**src/source/fei4_readout_pkg.sv**
```systemverilog
// fei4 readout shared definitions
package fei4_readout_pkg;

    // front-end receiver count
    localparam int NUM_RX = 4;

    // arbiter inputs: trigger, tdc, then the receivers
    localparam int NUM_SOURCES = 6;

    // source index map
    localparam int SRC_TRIGGER = 0;
    localparam int SRC_TDC = 1;
    // receiver r is source SRC_RX_BASE + r
    localparam int SRC_RX_BASE = 2;

    // event word width on every fifo
    localparam int WORD_WIDTH = 32;

    // blink periods in CLK_40 cycles
    // 1 Hz at 40 MHz
    localparam int SLOW_BLINK_DIVISOR = 40_000_000;
    // roughly 3 Hz
    localparam int FAST_BLINK_DIVISOR = 13_333_334;

    // flops in the trigger synchroniser
    localparam int TRIG_SYNC_STAGES = 2;

    typedef logic [WORD_WIDTH-1:0] event_word_t;

    // head of one first-word-fall-through source fifo
    typedef struct packed {
        logic        not_empty;
        event_word_t word;
    } source_fifo_t;

    // status levels of one receiver
    typedef struct packed {
        logic ready;
        logic decoder_err;
        logic overflow_err;
        logic fifo_full;
    } rx_status_t;

    // arbiter output towards the output fifo
    typedef struct packed {
        logic        write;
        event_word_t word;
    } out_word_t;

endpackage
```
**src/source/fei4_readout_top.sv**
```systemverilog
// FE-I4 readout board top level
module fei4_readout_top
    import fei4_readout_pkg::*;
#(
    parameter int SLOW_DIVISOR = SLOW_BLINK_DIVISOR,
    parameter int FAST_DIVISOR = FAST_BLINK_DIVISOR
)(
    input  logic         CLK_40,
    input  logic         i_rst,

    // event sources: trigger, tdc, four receivers
    input  source_fifo_t i_src [NUM_SOURCES],
    input  logic [NUM_SOURCES-1:0] i_src_enable,
    input  logic         i_trigger_hold,
    // output fifo full level
    input  logic         i_out_full,

    // trigger path
    input  logic         i_trigger,
    input  logic         i_trigger_enable,
    input  logic         i_ext_trigger_enable,
    input  logic         i_cmd_ready,

    // status for the leds
    input  rx_status_t   i_rx_status [NUM_RX],
    input  logic         i_clk_locked,

    // source pops
    output logic [NUM_SOURCES-1:0] o_src_read,
    // merged stream to the output fifo
    output out_word_t    o_out,

    // towards the command sequencer
    output logic         o_cmd_start,
    output logic         o_busy,

    // receivers low, output fifo on top
    output logic [NUM_RX:0] o_led
);

    // merge of all event fifos
    readout_arbiter u_arbiter (
        .CLK_40        (CLK_40),
        .i_rst         (i_rst),
        .i_src         (i_src),
        .i_src_enable  (i_src_enable),
        .i_trigger_hold(i_trigger_hold),
        .i_out_full    (i_out_full),
        .o_src_read    (o_src_read),
        .o_out         (o_out)
    );

    // external trigger to command start
    // output fifo full vetoes new triggers
    trigger_gate u_trigger_gate (
        .CLK_40              (CLK_40),
        .i_rst               (i_rst),
        .i_trigger           (i_trigger),
        .i_trigger_enable    (i_trigger_enable),
        .i_ext_trigger_enable(i_ext_trigger_enable),
        .i_out_full          (i_out_full),
        .i_cmd_ready         (i_cmd_ready),
        .o_cmd_start         (o_cmd_start),
        .o_busy              (o_busy)
    );

    // front panel leds
    channel_status_led #(
        .SLOW_DIVISOR(SLOW_DIVISOR),
        .FAST_DIVISOR(FAST_DIVISOR)
    ) u_status_led (
        .CLK_40      (CLK_40),
        .i_rst       (i_rst),
        .i_rx_status (i_rx_status),
        .i_out_full  (i_out_full),
        .i_clk_locked(i_clk_locked),
        .o_led       (o_led)
    );

endmodule

```
**src/source/readout_arbiter.sv**
```systemverilog
// Round-robin readout arbiter
module readout_arbiter
    import fei4_readout_pkg::*;
(
    input  logic         CLK_40,
    input  logic         i_rst,
    // fall-through fifo heads, one per source
    input  source_fifo_t i_src [NUM_SOURCES],
    // host select per source
    input  logic [NUM_SOURCES-1:0] i_src_enable,
    // trigger fifo preempt request
    input  logic         i_trigger_hold,
    // output fifo cannot take a word
    input  logic         i_out_full,
    // pop strobes, one-hot or zero
    output logic [NUM_SOURCES-1:0] o_src_read,
    // registered word, one cycle after the pop
    output out_word_t    o_out
);

    typedef logic [$clog2(NUM_SOURCES)-1:0] src_idx_t;

    logic [NUM_SOURCES-1:0] request;
    logic [NUM_SOURCES-1:0] eligible;
    logic [NUM_SOURCES-1:0] grant;
    src_idx_t               grant_idx;
    src_idx_t               last_grant;
    event_word_t            grant_word;
    logic                   out_write;
    event_word_t            out_word;

    // a source asks when it has data and is selected
    always_comb
    begin
        for (int i = 0; i < NUM_SOURCES; i++)
        begin
            request[i] = i_src[i].not_empty & i_src_enable[i];
        end
    end

    always_comb
    begin
        eligible = request;
        // only the trigger fifo passes during a hold
        if (i_trigger_hold)
        begin
            eligible = '0;
            eligible[SRC_TRIGGER] = request[SRC_TRIGGER];
        end
        // full output fifo stalls everything
        if (i_out_full)
            eligible = '0;
    end

    // search from the slot after the last winner and wrap
    always_comb
    begin
        int idx;
        logic found;
        grant = '0;
        grant_idx = last_grant;
        found = 1'b0;
        for (int k = 1; k <= NUM_SOURCES; k++)
        begin
            idx = int'(last_grant) + k;
            if (idx >= NUM_SOURCES)
                idx = idx - NUM_SOURCES;
            if (!found && eligible[idx])
            begin
                found = 1'b1;
                grant[idx] = 1'b1;
                grant_idx = src_idx_t'(idx);
            end
        end
    end

    // pop in the grant cycle
    assign o_src_read = grant;

    // fall-through head of the winner
    assign grant_word = i_src[grant_idx].word;

    // first search after reset starts at source 0
    always_ff @(posedge CLK_40)
    begin
        if (i_rst)
        begin
            last_grant <= src_idx_t'(NUM_SOURCES - 1);
            out_write <= 1'b0;
        end
        else
        begin
            out_write <= |grant;
            if (|grant)
                last_grant <= grant_idx;
        end
    end

    // data path, loaded only with a grant
    always_ff @(posedge CLK_40)
    begin
        if (|grant)
            out_word <= grant_word;
    end

    assign o_out = '{write: out_write, word: out_word};

endmodule

```
**src/source/trigger_gate.sv**
```systemverilog
// External trigger gate
module trigger_gate
    import fei4_readout_pkg::*;
(
    input  logic CLK_40,
    input  logic i_rst,
    // asynchronous trigger input
    input  logic i_trigger,
    input  logic i_trigger_enable,
    // from the command sequencer
    input  logic i_ext_trigger_enable,
    input  logic i_out_full,
    input  logic i_cmd_ready,
    // single cycle start to the command sequencer
    output logic o_cmd_start,
    output logic o_busy
);

    // shift chain, input enters at bit 0
    logic [TRIG_SYNC_STAGES-1:0] trig_sync;
    logic trig_prev;
    logic trig_rise;
    logic ready_prev;
    logic cmd_ack;
    logic accept;

    // synchroniser and edge history
    always_ff @(posedge CLK_40)
    begin
        if (i_rst)
        begin
            trig_sync <= '0;
            trig_prev <= 1'b0;
            ready_prev <= 1'b0;
        end
        else
        begin
            trig_sync <= {trig_sync[TRIG_SYNC_STAGES-2:0], i_trigger};
            trig_prev <= trig_sync[TRIG_SYNC_STAGES-1];
            ready_prev <= i_cmd_ready;
        end
    end

    // rising edge past the last sync stage
    assign trig_rise = trig_sync[TRIG_SYNC_STAGES-1] & ~trig_prev;

    // sequencer ready going high acknowledges the trigger
    assign cmd_ack = i_cmd_ready & ~ready_prev;

    // edges that fail the checks are dropped
    assign accept = trig_rise & i_trigger_enable & i_ext_trigger_enable
        & ~i_out_full & ~o_busy;

    // start and busy rise together
    always_ff @(posedge CLK_40)
    begin
        if (i_rst)
        begin
            o_cmd_start <= 1'b0;
            o_busy <= 1'b0;
        end
        else
        begin
            o_cmd_start <= accept;
            if (accept)
                o_busy <= 1'b1;
            else if (cmd_ack)
                o_busy <= 1'b0;
        end
    end

endmodule

```
**src/source/channel_status_led.sv**
```systemverilog
// Receiver and output fifo status LEDs
module channel_status_led
    import fei4_readout_pkg::*;
#(
    parameter int SLOW_DIVISOR = SLOW_BLINK_DIVISOR,
    parameter int FAST_DIVISOR = FAST_BLINK_DIVISOR
)(
    input  logic       CLK_40,
    input  logic       i_rst,
    input  rx_status_t i_rx_status [NUM_RX],
    input  logic       i_out_full,
    input  logic       i_clk_locked,
    // one led per receiver, top bit for the output fifo
    output logic [NUM_RX:0] o_led
);

    logic slow_blink;
    logic fast_blink;

    // default heartbeat
    blink_divider #(
        .DIVISOR(SLOW_DIVISOR)
    ) u_slow_blink (
        .CLK_40 (CLK_40),
        .i_rst  (i_rst),
        .o_blink(slow_blink)
    );

    // decoder error blink
    blink_divider #(
        .DIVISOR(FAST_DIVISOR)
    ) u_fast_blink (
        .CLK_40 (CLK_40),
        .i_rst  (i_rst),
        .o_blink(fast_blink)
    );

    always_comb
    begin
        // dark until the receiver is ready
        // fifo overflow or full lights it steady
        for (int r = 0; r < NUM_RX; r++)
        begin
            o_led[r] = i_rx_status[r].ready
                & ((i_rx_status[r].decoder_err ? fast_blink : slow_blink)
                   | i_rx_status[r].overflow_err
                   | i_rx_status[r].fifo_full);
        end
        // heartbeat or steady on full, only with a locked clock
        o_led[NUM_RX] = (slow_blink | i_out_full) & i_clk_locked;
    end

endmodule

```
**src/source/blink_divider.sv**
```systemverilog
// Blink square wave generator
module blink_divider #(
    // full blink period in cycles, at least 4
    parameter int DIVISOR = 4
)(
    input  logic CLK_40,
    input  logic i_rst,
    output logic o_blink
);

    // counter only spans half a period
    typedef logic [$clog2(DIVISOR/2)-1:0] count_t;

    count_t count;

    // toggle once per half period
    // output starts low out of reset
    always_ff @(posedge CLK_40)
    begin
        if (i_rst)
        begin
            count <= '0;
            o_blink <= 1'b0;
        end
        else if (count == count_t'(DIVISOR/2 - 1))
        begin
            // wrap and flip
            count <= '0;
            o_blink <= ~o_blink;
        end
        else
        begin
            count <= count + 1'b1;
        end
    end

endmodule

```
**config.mk**
```make
export PLATFORM = sky130hd
export DESIGN_NAME = fei4_readout_top
export DESIGN_NICKNAME = d
export VERILOG_FILES = /design/src/source/fei4_readout_pkg.sv /design/src/source/fei4_readout_top.sv /design/src/source/readout_arbiter.sv /design/src/source/trigger_gate.sv /design/src/source/channel_status_led.sv /design/src/source/blink_divider.sv
export SDC_FILE = /design/constraint.sdc
export NUM_CORES = 1
export LEC_CHECK = 0
export BUFFER_PORTS_ARGS = -buffer_cell sky130_fd_sc_hd__buf_2
export CAP_MARGIN = 20
export CORE_MARGIN = 10
export CORE_UTILIZATION = 51
export CTS_CLUSTER_DIAMETER = 40
export CTS_CLUSTER_SIZE = 30
export DETAILED_ROUTE_END_ITERATION = 7
export HOLD_SLACK_MARGIN = 0.1
export PLACE_DENSITY_LB_ADDON = 0.05
export SLEW_MARGIN = 15
export SYNTH_ARGS = -nofsm -noshare
export SYNTH_HDL_FRONTEND = slang
export SYNTH_HIERARCHICAL = 1
export SYNTH_SLANG_ARGS = --single-unit
```
**constraint.sdc**
```tcl
create_clock -name CLK_40 -period 6.05 [get_ports CLK_40]
set_input_delay 1.815 -clock CLK_40 [delete_from_list [all_inputs] [get_ports CLK_40]]
set_output_delay 1.815 -clock CLK_40 [all_outputs]
set_load 0.01 [all_outputs]
```
==> impl_results.md <==
- Type of the worst setup path: in2out
- Total Routing Usage GR: 22.7%
- Count of port buffers added during placement: 274
- Yosys Warn Count: 6
- Flops & latches, synth: 92
- Min Tclk post-route: 6.05 ns
- Max VDD drop: 0.505 mV
- Crit. End Element: primary output
- Synth top area share: 18.4%
- Global placer's final weighted congestion: 0.944
- Peak Freq: 165 MHz
- Die ar.: 0.0195 mm^2
- PwrDens: 707 mW/mm^2
- Flop-to-flop setup slack: 0.87 ns
- Comb pwr share: 76.3%
- Initial antenna violation count: 1
- CP cell instances: buf_6 > and3_4 > o21ai_2 > or3b_4 > and3_4 > or3_4 > or4_4 > o21ai_4 > nor2_1 > nor2_1 > buf_2
- Top cells by count, synth: mux2i_1 (134), nor2_1 (69), dfxtp_1 (60)
- Die Wd: 140 um
- Cells after Synth: 756
- Slew Viols, Final: 0
- Worst-path clk slew: 0.06 ns
- Final #Nets: 1,288
- Least-Margin Pin Slew: 0.778 ns
- Crit path to: o_src_read[4]
- Max clock buf depth: 2
- Slew HR: 48.0%
- Sw power: 3.00 mW
- Core Footprint: 0.0139 mm^2
- Startpoint Class: primary input
- Post-synthesis cell type count: 89
- Max-cap violations: 0
- Sequential share of the synthesized area: 29.7%
- Highest-delay cell along the critical path: or4_4
- Per-cell routed wire length: 19.4 um
- Pre-antenna DRT Iters: 4
- Global-route wire length before repair: 36,500 um
- Via/cell ratio: 5.63
- Power share of the sequential group: 15.8%
- Final wirelength: 23,800 um
- Lkg Pwr: 4.41 nW
- Status: completed
- Switching share of power: 45.2%
- Die H: 140 um
- Vias in the first global route: 6,808
- Row count: 43
- TritonCTS clock tree: done
- Async S/R FF share, synth: 0%
- Drt drc: 0
- Hold Vio Cnt, Final: 0
- Worst Setup SP: i_src_enable[4]
- WP data arrival: 4.23 ns
- Detail Route Antenna Nets: 0
- Pint: 3.63 mW
- Cell depth of the worst flop-to-flop path: 20
- Worst-skew pair later-pin latency: 0.35 ns
- Number of buffers created by CTS: 9
- Initial core utilization: 52.3%
- Share of post-route cells with drive strength above 1: 38.8%
- # IOs: 275
- Finished Core Util: 67.3%
- Ranking of synthesized cells by area: mux2i_1 (18%), dfxtp_1 (16%), edfxtp_1 (13%)
- Root buffer cell: clkbuf_16
- EDFF count, synth: 32
- Critical Path RT: 4.24 ns
- Largest net degree at the start of global routing: 42
- Via count: 6,897
- Mapped Nets: 1,004
- Slowest cell delay on critical path: 0.57 ns
- Crit Reg-Reg Startpoint: u_arbiter/last_grant[1]
- Clk_skew: 0.00547 ns
- Synth Flop Type: dfxtp_1
- Cell area after synthesis: 0.00729 mm^2
- CTS H-Tree Depth: 3
- Syn avg cell area: 9.64 um^2
- RR Endpoint: u_arbiter/out_word[17]
- Worst hold slack: 0.448 ns
- Layout area overhead: 28.6%
- Cts hold-fix bufs: 0
- RSZ-0062 raised after global routing: true
- Period utilization: 99.9%
- Cell taking the most area after synthesis: mux2i_1
- DP HPWL: 19,500 um
- Iter 0 DRT Violations: 327
- Critical path peak fanout: 3
- Clock power share: 7.9%
- Total congestion overflow: 0
- Min-Delay Path Class: reg2reg
- Final Setup Violations: 0
- Most common cell in the netlist: mux2i_1
- Sink Count: 92
## metrics by stage
| stage | total power [mW] | instances | instance area [um^2] | TNS, ns | setup WS (ns) |
|---|---|---|---|---|---|
| 2_1_floorplan | 4.95 | 756 | 7290 | 0 | 0.0922 |
| 3_3_place_gp | 5.98 | 1207 | 8940 | -0.0357 | -0.0206 |
| 3_5_place_dp | 6.01 | 1207 | 8940 | -0.355 | -0.0811 |
| 4_1_cts | 6.57 | 1223 | 9230 | 0 | 0.0136 |
| 5_1_grt | 7.03 | 1226 | 9370 | -0.272 | -0.0805 |
| 6_report | 6.63 | 1226 | 9370 | 0 | 0.00426 |
## power by group through the flow
stage,sequential [mW],combinational [mW],clock (mW)
2_1_floorplan,1.14,3.81,0
3_3_place_gp,1.05,4.93,0
3_5_place_dp,1.06,4.95,0
4_1_cts,1.05,4.99,0.539
5_1_grt,1.06,5.41,0.553
6_report,1.05,5.06,0.523
## sequential cells by signal (all words and copies together), names as in the netlist, 2 cells and up
name	cells
u_arbiter/last_grant	3
u_arbiter/out_word	32
u_status_led/u_fast_blink/count	23
u_status_led/u_slow_blink/count	25
u_trigger_gate/trig_sync	2
## timing repair
item / 4_1_cts / 5_1_grt
endpoints found under the setup margin: 6 / 6
buffers inserted: 0 / 4
gates cloned: 0 / 0
gates resized for setup: 8 / 23
pin swaps: 4 / 15
## routing by layer
layer | track usage (%) | share of wire, %
met2 | 40.2 | 50
met1 | 26.9 | 42
met5 | 0 | 0
met3 | 4.83 | 5.8
met4 | 6.79 | 1.9
## layout by cell type (no fill, tap or decap), types with 26 or more instances in the layout
cell         n
buf_2      271
mux2i_1    134
nor2_1      68
dfxtp_1     60
buf_4       36
nand2_1     33
edfxtp_1    32
o2bb2ai_2   31
a21oi_1     26
## final cells by class
type                    count  area (um^2)
fillers                  1228         4560
diodes                      1         2.50
flip-flops and latches     92         2160
inverters                  24         95.1
multi-input cells         600         4910
repair buffers            313         1710
clock buffers              11          233
clock inverters             5         35.0
well taps                 180          225
## worst max-delay path: cells and delay by family
kind	cells	cell delay, ns
buf+inv	2	0.22
simple gates	7	1.87
compound gates	2	0.33
## worst min path at each step
| stage | slack, ns | cells after the start | startpoint | to |
|---|---|---|---|---|
| after floorplan | 0.41 | 1 | u_trigger_gate/trig_sync[0] | u_trigger_gate/trig_sync[1] |
| after global placement | 0.42 | 1 | u_trigger_gate/trig_sync[0] | u_trigger_gate/trig_sync[1] |
| after detailed placement | 0.45 | 1 | u_trigger_gate/trig_sync[0] | u_trigger_gate/trig_sync[1] |
| after CTS | 0.45 | 1 | u_trigger_gate/trig_sync[0] | u_trigger_gate/trig_sync[1] |
| after global routing | 0.46 | 1 | u_trigger_gate/trig_sync[0] | u_trigger_gate/trig_sync[1] |
| final | 0.45 | 1 | u_trigger_gate/trig_sync[0] | u_trigger_gate/trig_sync[1] |
## kinds of logic after synthesis
logic type | count (synthesis) | synth area share, %
adders and majority gates | 19 | 3.26
buffers and inverters | 64 | 4.98
DFF | 92 | 29.7
xor gates and xnor gates | 38 | 5.03
muxes | 140 | 19.4
AOI/OAI and AO/OA | 149 | 18.2
and+or+nand+nor | 254 | 19.5
No activity file was read; power rests on OpenSTA's default activity.
